**src/uart_pkg.sv**
```systemverilog
//**************************************************************************
// Shared definitions for the memory-mapped UART: character and divisor
// widths, the register index and the bit layout of each register.
//**************************************************************************
package uart_pkg;

    parameter int BAUD_W = 32;
    parameter int DATA_W = 8;

    // Register index, taken from address bits 3:2.
    typedef enum logic [1:0] {
        CTRL_0  = 2'd0,
        CTRL_1  = 2'd1,
        DATA_TX = 2'd2,
        DATA_RX = 2'd3
    } uart_reg_t;

    typedef struct packed {
        logic [BAUD_W-1:0] baud;        // Clocks per bit.
    } uart_ctrl_0_t;

    typedef struct packed {
        logic [30:0] rsvd;
        logic        rst_n;             // Low holds both engines idle.
    } uart_ctrl_1_t;

    typedef struct packed {
        logic [31-DATA_W-1:0] rsvd;
        logic                 tx_flag;  // Transmitter idle.
        logic [DATA_W-1:0]    tx_data;
    } uart_data_tx_t;

    typedef struct packed {
        logic [31-DATA_W-1:0] rsvd;
        logic                 rx_flag;  // Byte waiting to be read.
        logic [DATA_W-1:0]    rx_data;
    } uart_data_rx_t;

endpackage

```
**src/uart_tx.sv**
```systemverilog
//**************************************************************************
// UART transmitter: one start bit, eight data bits LSB first, one stop
// bit, each held for the programmed number of clocks.
//**************************************************************************
`timescale 1ns/1ns

module uart_tx (
    input  logic                        clk_i,
    input  logic                        rst_n_i,
    input  logic                        en_i,
    input  logic                        init_i,
    output logic                        done_o,
    input  logic [uart_pkg::DATA_W-1:0] data_i,
    output logic                        data_o,
    input  logic [uart_pkg::BAUD_W-1:0] baud_div_i
);

    localparam int IDX_W = $clog2(uart_pkg::DATA_W);

    typedef enum logic [1:0] {
        TX_IDLE,
        TX_START,
        TX_DATA,
        TX_STOP
    } tx_state_t;

    tx_state_t                   state;
    logic [uart_pkg::BAUD_W-1:0] cnt;
    logic [IDX_W-1:0]            bit_idx;
    logic [uart_pkg::DATA_W-1:0] shreg;
    logic                        bit_end;

    assign bit_end = (cnt == baud_div_i - 1'b1);

    always_ff @(posedge clk_i or negedge rst_n_i) begin
        if (!rst_n_i) begin
            state   <= TX_IDLE;
            cnt     <= '0;
            bit_idx <= '0;
            shreg   <= '0;
            data_o  <= 1'b1;
            done_o  <= 1'b0;
        end else if (!en_i) begin
            state   <= TX_IDLE;         // Soft reset from CTRL_1.
            cnt     <= '0;
            bit_idx <= '0;
            shreg   <= '0;
            data_o  <= 1'b1;
            done_o  <= 1'b0;
        end else begin
            case (state)
                TX_IDLE: begin
                    cnt    <= '0;
                    done_o <= 1'b1;
                    if (init_i) begin
                        shreg  <= data_i;
                        data_o <= 1'b0;     // Start bit.
                        done_o <= 1'b0;
                        state  <= TX_START;
                    end
                end
                TX_START: begin
                    if (bit_end) begin
                        cnt     <= '0;
                        bit_idx <= '0;
                        data_o  <= shreg[0];
                        shreg   <= shreg >> 1;
                        state   <= TX_DATA;
                    end else begin
                        cnt <= cnt + 1'b1;
                    end
                end
                TX_DATA: begin
                    if (bit_end) begin
                        cnt <= '0;
                        if (bit_idx == IDX_W'(uart_pkg::DATA_W - 1)) begin
                            data_o <= 1'b1; // Stop bit.
                            state  <= TX_STOP;
                        end else begin
                            bit_idx <= bit_idx + 1'b1;
                            data_o  <= shreg[0];
                            shreg   <= shreg >> 1;
                        end
                    end else begin
                        cnt <= cnt + 1'b1;
                    end
                end
                default: begin
                    if (bit_end) begin
                        cnt    <= '0;
                        done_o <= 1'b1;
                        state  <= TX_IDLE;
                    end else begin
                        cnt <= cnt + 1'b1;
                    end
                end
            endcase
        end
    end

endmodule

```
**src/uart_rx.sv**
```systemverilog
//**************************************************************************
// UART receiver: input synchronizer, start-bit check at half a bit,
// mid-bit sampling, and a hold state that keeps the byte until acked.
//**************************************************************************
`timescale 1ns/1ns

module uart_rx (
    input  logic                        clk_i,
    input  logic                        rst_n_i,
    input  logic                        en_i,
    input  logic                        init_i,
    output logic                        done_o,
    input  logic                        data_i,
    output logic [uart_pkg::DATA_W-1:0] data_o,
    input  logic [uart_pkg::BAUD_W-1:0] baud_div_i
);

    localparam int IDX_W = $clog2(uart_pkg::DATA_W);

    typedef enum logic [2:0] {
        RX_IDLE,
        RX_START,
        RX_DATA,
        RX_STOP,
        RX_HOLD
    } rx_state_t;

    rx_state_t                   state;
    logic                        rx_s1;
    logic                        rx_s2;
    logic [uart_pkg::BAUD_W-1:0] cnt;
    logic [IDX_W-1:0]            bit_idx;
    logic [uart_pkg::DATA_W-1:0] shreg;
    logic                        bit_end;
    logic                        half_end;

    assign bit_end  = (cnt == baud_div_i - 1'b1);
    assign half_end = (cnt == (baud_div_i >> 1) - 1'b1);

    // Line idles high.
    always_ff @(posedge clk_i or negedge rst_n_i) begin
        if (!rst_n_i) begin
            rx_s1 <= 1'b1;
            rx_s2 <= 1'b1;
        end else begin
            rx_s1 <= data_i;
            rx_s2 <= rx_s1;
        end
    end

    always_ff @(posedge clk_i or negedge rst_n_i) begin
        if (!rst_n_i) begin
            state   <= RX_IDLE;
            cnt     <= '0;
            bit_idx <= '0;
            shreg   <= '0;
            data_o  <= '0;
            done_o  <= 1'b0;
        end else if (!en_i) begin
            state   <= RX_IDLE;
            cnt     <= '0;
            bit_idx <= '0;
            shreg   <= '0;
            data_o  <= '0;
            done_o  <= 1'b0;
        end else begin
            case (state)
                RX_IDLE: begin
                    cnt <= '0;
                    if (!rx_s2) begin
                        state <= RX_START;
                    end
                end
                RX_START: begin
                    if (half_end) begin
                        cnt     <= '0;
                        bit_idx <= '0;
                        state   <= rx_s2 ? RX_IDLE : RX_DATA;  // Glitch is a false start.
                    end else begin
                        cnt <= cnt + 1'b1;
                    end
                end
                RX_DATA: begin
                    if (bit_end) begin
                        cnt   <= '0;
                        shreg <= {rx_s2, shreg[uart_pkg::DATA_W-1:1]};   // LSB first.
                        if (bit_idx == IDX_W'(uart_pkg::DATA_W - 1)) begin
                            state <= RX_STOP;
                        end else begin
                            bit_idx <= bit_idx + 1'b1;
                        end
                    end else begin
                        cnt <= cnt + 1'b1;
                    end
                end
                RX_STOP: begin
                    if (bit_end) begin
                        cnt <= '0;
                        if (rx_s2) begin
                            data_o <= shreg;
                            done_o <= 1'b1;
                            state  <= RX_HOLD;
                        end else begin
                            state <= RX_IDLE;           // Framing error.
                        end
                    end else begin
                        cnt <= cnt + 1'b1;
                    end
                end
                default: begin
                    // Line is ignored here, so a new frame is lost.
                    if (init_i) begin
                        done_o <= 1'b0;
                        state  <= RX_IDLE;
                    end
                end
            endcase
        end
    end

endmodule

```
**src/mmio_uart.sv**
```systemverilog
//**************************************************************************
// Memory-mapped UART: bus decode, CTRL_0/CTRL_1/DATA_TX/DATA_RX register
// file, registered read port, and the transmitter and receiver engines.
//**************************************************************************
`timescale 1ns/1ns

module mmio_uart #(
    parameter int               XLEN = 32,
    parameter logic [XLEN-1:0]  BASE = 32'h4000_0000
) (
    input  logic                clk_i,
    input  logic                rst_n_i,

    input  logic [XLEN-1:0]     rd_addr_i,
    output logic [XLEN-1:0]     rd_data_o,
    output logic                rd_valid_o,

    input  logic [XLEN-1:0]     wr_addr_i,
    input  logic [XLEN-1:0]     wr_data_i,
    input  logic [XLEN/8-1:0]   wr_byte_en_i,

    input  logic                rx_i,
    output logic                tx_o
);

    logic                          rd_sel;
    logic                          wr_sel;
    uart_pkg::uart_reg_t           rd_idx;
    uart_pkg::uart_reg_t           wr_idx;

    uart_pkg::uart_ctrl_0_t        ctrl_0;
    logic                          ctrl_1_rst_n;
    uart_pkg::uart_ctrl_1_t        ctrl_1;
    uart_pkg::uart_data_tx_t       data_tx;
    uart_pkg::uart_data_rx_t       data_rx;
    logic [XLEN-1:0]               rd_mux;

    logic [uart_pkg::DATA_W-1:0]   tx_data;
    logic                          tx_init_q;
    logic                          tx_busy;
    logic                          tx_init;
    logic                          tx_done;

    logic [uart_pkg::DATA_W-1:0]   rx_data;
    logic                          rx_done;
    logic                          rx_ack;

    assign rd_sel = (rd_addr_i[XLEN-1:8] == BASE[XLEN-1:8]);
    assign wr_sel = (wr_addr_i[XLEN-1:8] == BASE[XLEN-1:8]) && (|wr_byte_en_i);
    assign rd_idx = uart_pkg::uart_reg_t'(rd_addr_i[3:2]);
    assign wr_idx = uart_pkg::uart_reg_t'(wr_addr_i[3:2]);

    // Init drops in the cycle the frame completes, so the engine does not restart.
    assign tx_init = tx_init_q & ~(tx_busy & tx_done);

    always_comb begin
        ctrl_1          = '0;
        ctrl_1.rst_n    = ctrl_1_rst_n;
        data_tx         = '0;
        data_tx.tx_flag = tx_done;
        data_tx.tx_data = tx_data;
        data_rx         = '0;
        data_rx.rx_flag = rx_done;
        data_rx.rx_data = rx_data;
        case (rd_idx)
            uart_pkg::CTRL_0:  rd_mux = XLEN'(ctrl_0);
            uart_pkg::CTRL_1:  rd_mux = XLEN'(ctrl_1);
            uart_pkg::DATA_TX: rd_mux = XLEN'(data_tx);
            default:           rd_mux = XLEN'(data_rx);
        endcase
    end

    always_ff @(posedge clk_i or negedge rst_n_i) begin
        if (!rst_n_i) begin
            ctrl_0       <= '0;
            ctrl_1_rst_n <= 1'b0;
            tx_data      <= '0;
            tx_init_q    <= 1'b0;
            tx_busy      <= 1'b0;
        end else begin
            if (tx_init_q && !tx_done) begin
                tx_busy <= 1'b1;                // Engine took the byte.
            end
            if (tx_busy && tx_done) begin
                tx_init_q <= 1'b0;
                tx_busy   <= 1'b0;
            end
            if (wr_sel) begin
                case (wr_idx)
                    uart_pkg::CTRL_0: begin
                        ctrl_0.baud <= wr_data_i[uart_pkg::BAUD_W-1:0];
                    end
                    uart_pkg::CTRL_1: begin
                        ctrl_1_rst_n <= wr_data_i[0];
                    end
                    uart_pkg::DATA_TX: begin
                        tx_data   <= wr_data_i[uart_pkg::DATA_W-1:0];
                        tx_init_q <= 1'b1;
                    end
                    default: begin
                    end
                endcase
            end
            if (!ctrl_1_rst_n) begin
                tx_init_q <= 1'b0;              // Pending frame is dropped.
                tx_busy   <= 1'b0;
            end
        end
    end

    // Ack is held until the receiver lets go of done.
    always_ff @(posedge clk_i or negedge rst_n_i) begin
        if (!rst_n_i) begin
            rx_ack <= 1'b0;
        end else if (!rx_done) begin
            rx_ack <= 1'b0;
        end else if (rd_sel && rd_idx == uart_pkg::DATA_RX) begin
            rx_ack <= 1'b1;
        end
    end

    always_ff @(posedge clk_i or negedge rst_n_i) begin
        if (!rst_n_i) begin
            rd_valid_o <= 1'b0;
        end else begin
            rd_valid_o <= rd_sel;
        end
    end

    always_ff @(posedge clk_i) begin
        if (rd_sel) begin
            rd_data_o <= rd_mux;
        end
    end

    uart_tx u_uart_tx (
        .clk_i      (clk_i),
        .rst_n_i    (rst_n_i),
        .en_i       (ctrl_1_rst_n),
        .init_i     (tx_init),
        .done_o     (tx_done),
        .data_i     (tx_data),
        .data_o     (tx_o),
        .baud_div_i (ctrl_0.baud)
    );

    uart_rx u_uart_rx (
        .clk_i      (clk_i),
        .rst_n_i    (rst_n_i),
        .en_i       (ctrl_1_rst_n),
        .init_i     (rx_ack),
        .done_o     (rx_done),
        .data_i     (rx_i),
        .data_o     (rx_data),
        .baud_div_i (ctrl_0.baud)
    );

endmodule

```
**config.mk**
```make
export PLATFORM = sky130hd
export DESIGN_NAME = mmio_uart
export DESIGN_NICKNAME = d
export VERILOG_FILES = /design/src/uart_pkg.sv /design/src/uart_tx.sv /design/src/uart_rx.sv /design/src/mmio_uart.sv
export SDC_FILE = /design/constraint.sdc
export NUM_CORES = 1
export LEC_CHECK = 0
export BUFFER_PORTS_ARGS = -buffer_cell sky130_fd_sc_hd__buf_2
export CAP_MARGIN = 30
export CORE_UTILIZATION = 37
export CTS_CLUSTER_DIAMETER = 40
export DETAILED_ROUTE_END_ITERATION = 10
export REMOVE_ABC_BUFFERS = 1
export SYNTH_ARGS = -nofsm -noshare
export SYNTH_HDL_FRONTEND = slang
export SYNTH_SLANG_ARGS = --single-unit
```
**constraint.sdc**
```tcl
create_clock -name clk_i -period 8.1 [get_ports clk_i]
set_input_delay 1.62 -clock clk_i [delete_from_list [all_inputs] [get_ports clk_i]]
set_output_delay 1.62 -clock clk_i [all_outputs]
set_load 0.05 [all_outputs]
```
==> impl_metrics.ini <==
[logic_synthesis]
synth_area_per_cell_um2 = 8.982
synth-adder-area-share_pct = 1.175
ys_seq_elements = 181
netlist_area_um2 = 12570
ys_async_sr_fraction_pct = 82.32
netlist-cell-type-count = 82
yosys_warnings = 0
netlist_instances = 1399
seq_area_frac_synth_pct = 37.35
synth_simple_gate_area_share_pct = 26.72
synth_edf_count = 32
synth_xor_xnor_area_share_pct = 10.90
synth_mux_area_share_pct = 7.727
synth_compound_area_share_pct = 11.56
synthFlopType = dfrtp_1
synth_top_family_by_area = simple AND/OR/NAND/NOR gates

[power_and_ir_drop]
p_int_w = 0.001375
power.density_nw_per_um2 = 129.7
power_frac_comb_pct = 2.6
clkPwrFrac_pct = 46.9
p_leak_nw = 6.129
p_sw_w = 0.0004525
p_seq_share_pct = 50.6
ir_drop_mv = 0.1421
power.share.switching_pct = 24.77

[route]
routed_wirelength_um = 37250
drt-initial-drc-count = 903
viasPerCell = 5.796
via_count = 11020
drc_errors = 0
ant_nets = 0
post_drt_wl_per_cell_um = 19.58
drt_pass1_iterations = 8

[critical_path]
crit_required_ns = 8.47
reg2reg_from = ctrl_0[2]
worstSetupPathType = reg2reg
r2r-end = u_uart_rx.state[2]
rrSetupSlack_ns = 2.53
end_kind = flip-flop
r2r.worst_path.cells = 10
worstPathArrival_ns = 5.94
cp_max_fo = 13
cp-start-kind = flip-flop

[die]
die_h_um = 186.3
core_area_um2 = 33450
core.rowCount = 67
dieArea_um2 = 34700
io_pins = 137
start_util_pct = 37.57
dieWidth_um = 186.3

[cells_and_area]
nFillCells = 3308
seq_area_um2 = 4693
multiInputGateArea_um2 = 7325
drive_gt1_share_pct = 17.89
synthToLayoutAreaGrowth_pct = 12.13
nNetsFinal = 1554

[clocking]
hold_buffers = 0
post_cts_buffers = 0
clkLatencyLatePin_ns = 0.46
cts_tree = done
root_buffer = clkbuf_16
cts_resized = 0
cts_made_buffers = 17
cts_max_level = 4
clock-sinks = 181
clkSlewWorstSetupHoldPaths_ns = 0.09
clockBufferDepth = 2

[timing]
slew_headroom_pct = 25.93
hold_ws_ns = 0.3648
final.setup.tns_ns = 0
fin_skew_ns = 0.02077
setup_viol = 0
fmax_mhz = 179.4
rsz0062_at_grt = no
fin_crit_sh_pct = 68.81
hold_violations = 0
min_period_ns = 5.574
drv_slew = 0
tightest_slew_ns = 1.101

[min_path]
whs_path_depth = 0
hold_end = u_uart_rx.rx_s2
hold_path.class = reg2reg
min_from = u_uart_rx.rx_s1

[place]
io_buffer_count = 124
place.gp.congestion = 0.9792
hpwl_um = 26940

[global_routing]
overflow = 0
grtUsageTotal_pct = 22.12
grt_pass1_wl_um = 58530
antenna_found_initial = 0
grt_max_degree = 93
grt_pass1_vias = 10330

[flow_run]
drv_cap = 0

[outcome]
status = completed
[sequential cells by signal (all words and copies together), names as in the netlist, 8 cells and up]
register          cells
ctrl_0               32
rd_data_o            32
tx_data               8
u_uart_rx.cnt        32
u_uart_rx.data_o      8
u_uart_rx.shreg       8
u_uart_tx.cnt        32
u_uart_tx.shreg       8
[power by group through the flow]
stage,Combinational [W],Sequential [W],Clock [W]
floorplan,0.00000470,0.000942,0
global placement,0.0000481,0.000942,0
detailed placement,0.0000484,0.000942,0
CTS,0.0000486,0.000924,0.000879
global route,0.0000538,0.000924,0.000916
finish,0.0000469,0.000924,0.000856
[metrics by stage]
step	power, W	setup WS (ns)	instances	utilization [%]	instance area [um2]
final	0.001827	2.526	1902	42.12	14090
after global routing	0.001893	2.546	1901	42.12	14090
after CTS	0.001852	2.742	1901	42.12	14090
after detailed placement	0.0009909	2.770	1869	40.31	13480
after global placement	0.0009905	2.801	1865	40.06	13400
after floorplan	0.0009472	3.664	1282	-	12100
[final cells by class]
type                       count  area share (%)
clock buffer                  18           3.197
inverter                      30          0.7992
tap                          448           3.978
timing repair buffer         139           5.621
multi-input combinational   1071           51.98
clock inverter                14           1.092
sequential                   181           33.31
antenna                        1         0.01776
[layout by cell type (no fill, tap or decap), drive strengths merged, types with 9 or more instances in the layout]
master / count
o31ai: 11
a31oi: 10
nand3: 51
buf: 139
inv: 37
mux2i: 34
mux2: 54
and2: 37
nand2b: 16
edfxtp: 32
nor2b: 23
and3: 24
dfrtp: 146
nor3: 40
o21ai: 43
nor2: 135
a21oi: 25
nor4: 54
a22o: 9
xnor2: 73
ha: 11
nor4b: 12
nand4: 38
and4: 9
nand2: 127
o2111ai: 9
xor2: 68
o221ai: 16
clkbuf: 18
o211ai: 21
or4: 20
[synth_stat cells (15+ instances only)]
library cell  count  share of area [%]
mux2i_1          34                2.7
xor2_1           68                4.7
nand2_1         127                3.8
or4_1            19                1.1
inv_1            29               0.87
dfrtp_1         146                 29
mux2_2           54                4.8
xnor2_1          73                5.1
nand3_1          51                2.0
o221ai_1         16                1.1
nand2b_1         16               0.80
a21oi_1          24               0.96
o211ai_1         21                1.3
nor4_1           47                2.3
clkbuf_1         88                2.6
edfxtp_1         32                7.6
nand4_1          36                1.8
and2_1           36                1.8
buf_2            15               0.60
nor3_1           39                1.6
nor2_1          135                4.0
and3_1           24                1.2
o21ai_0          40                1.6
nor2b_1          23                1.1
[cell families after synthesis]
| kind of cell | after synthesis |
|---|---|
| xor gates and xnor gates | 147 |
| and+or+nand+nor | 621 |
| muxes | 89 |
| buffers and inverters | 147 |
| adders and majority gates | 12 |
| DFF | 181 |
| AOI/OAI and AO/OA | 202 |
[per-layer routing]
metal | track usage [%] | part of all wire [%] | vias up
li1 | - | - | 5148
met1 | 30.67 | 46 | 5381
met2 | 35.16 | 45 | 445
met3 | 3.680 | 6.9 | 50
met4 | 6.852 | 1.7 | 0
met5 | 0 | 0 | -
[worst max path at each step]
stage                     slack (ns)          from                  to  cells after the start
final                           2.53     ctrl_0[2]  u_uart_rx.state[2]                     10
after global routing            2.55     ctrl_0[2]  u_uart_rx.state[2]                     10
after CTS                       2.74     ctrl_0[2]  u_uart_rx.state[2]                     10
after detailed placement        2.77     ctrl_0[2]  u_uart_rx.state[2]                     10
after global placement          2.80     ctrl_0[2]  u_uart_rx.state[2]                     10
after floorplan                 3.66  wr_addr_i[9]          ctrl_0[10]                      5
[worst max-delay path, cell delays in order, from the launching register on]
cell     delay (ns)
dfrtp_1        0.54
inv_1          0.18
ha_1           0.57
nor2b_1        0.52
nand4_1        0.61
a22oi_1        0.36
nor4b_1        0.47
nand4_1        0.16
nor4_1         0.96
nand4_1        0.72
o22ai_1        0.38
Power figures use the tool's default switching activity.
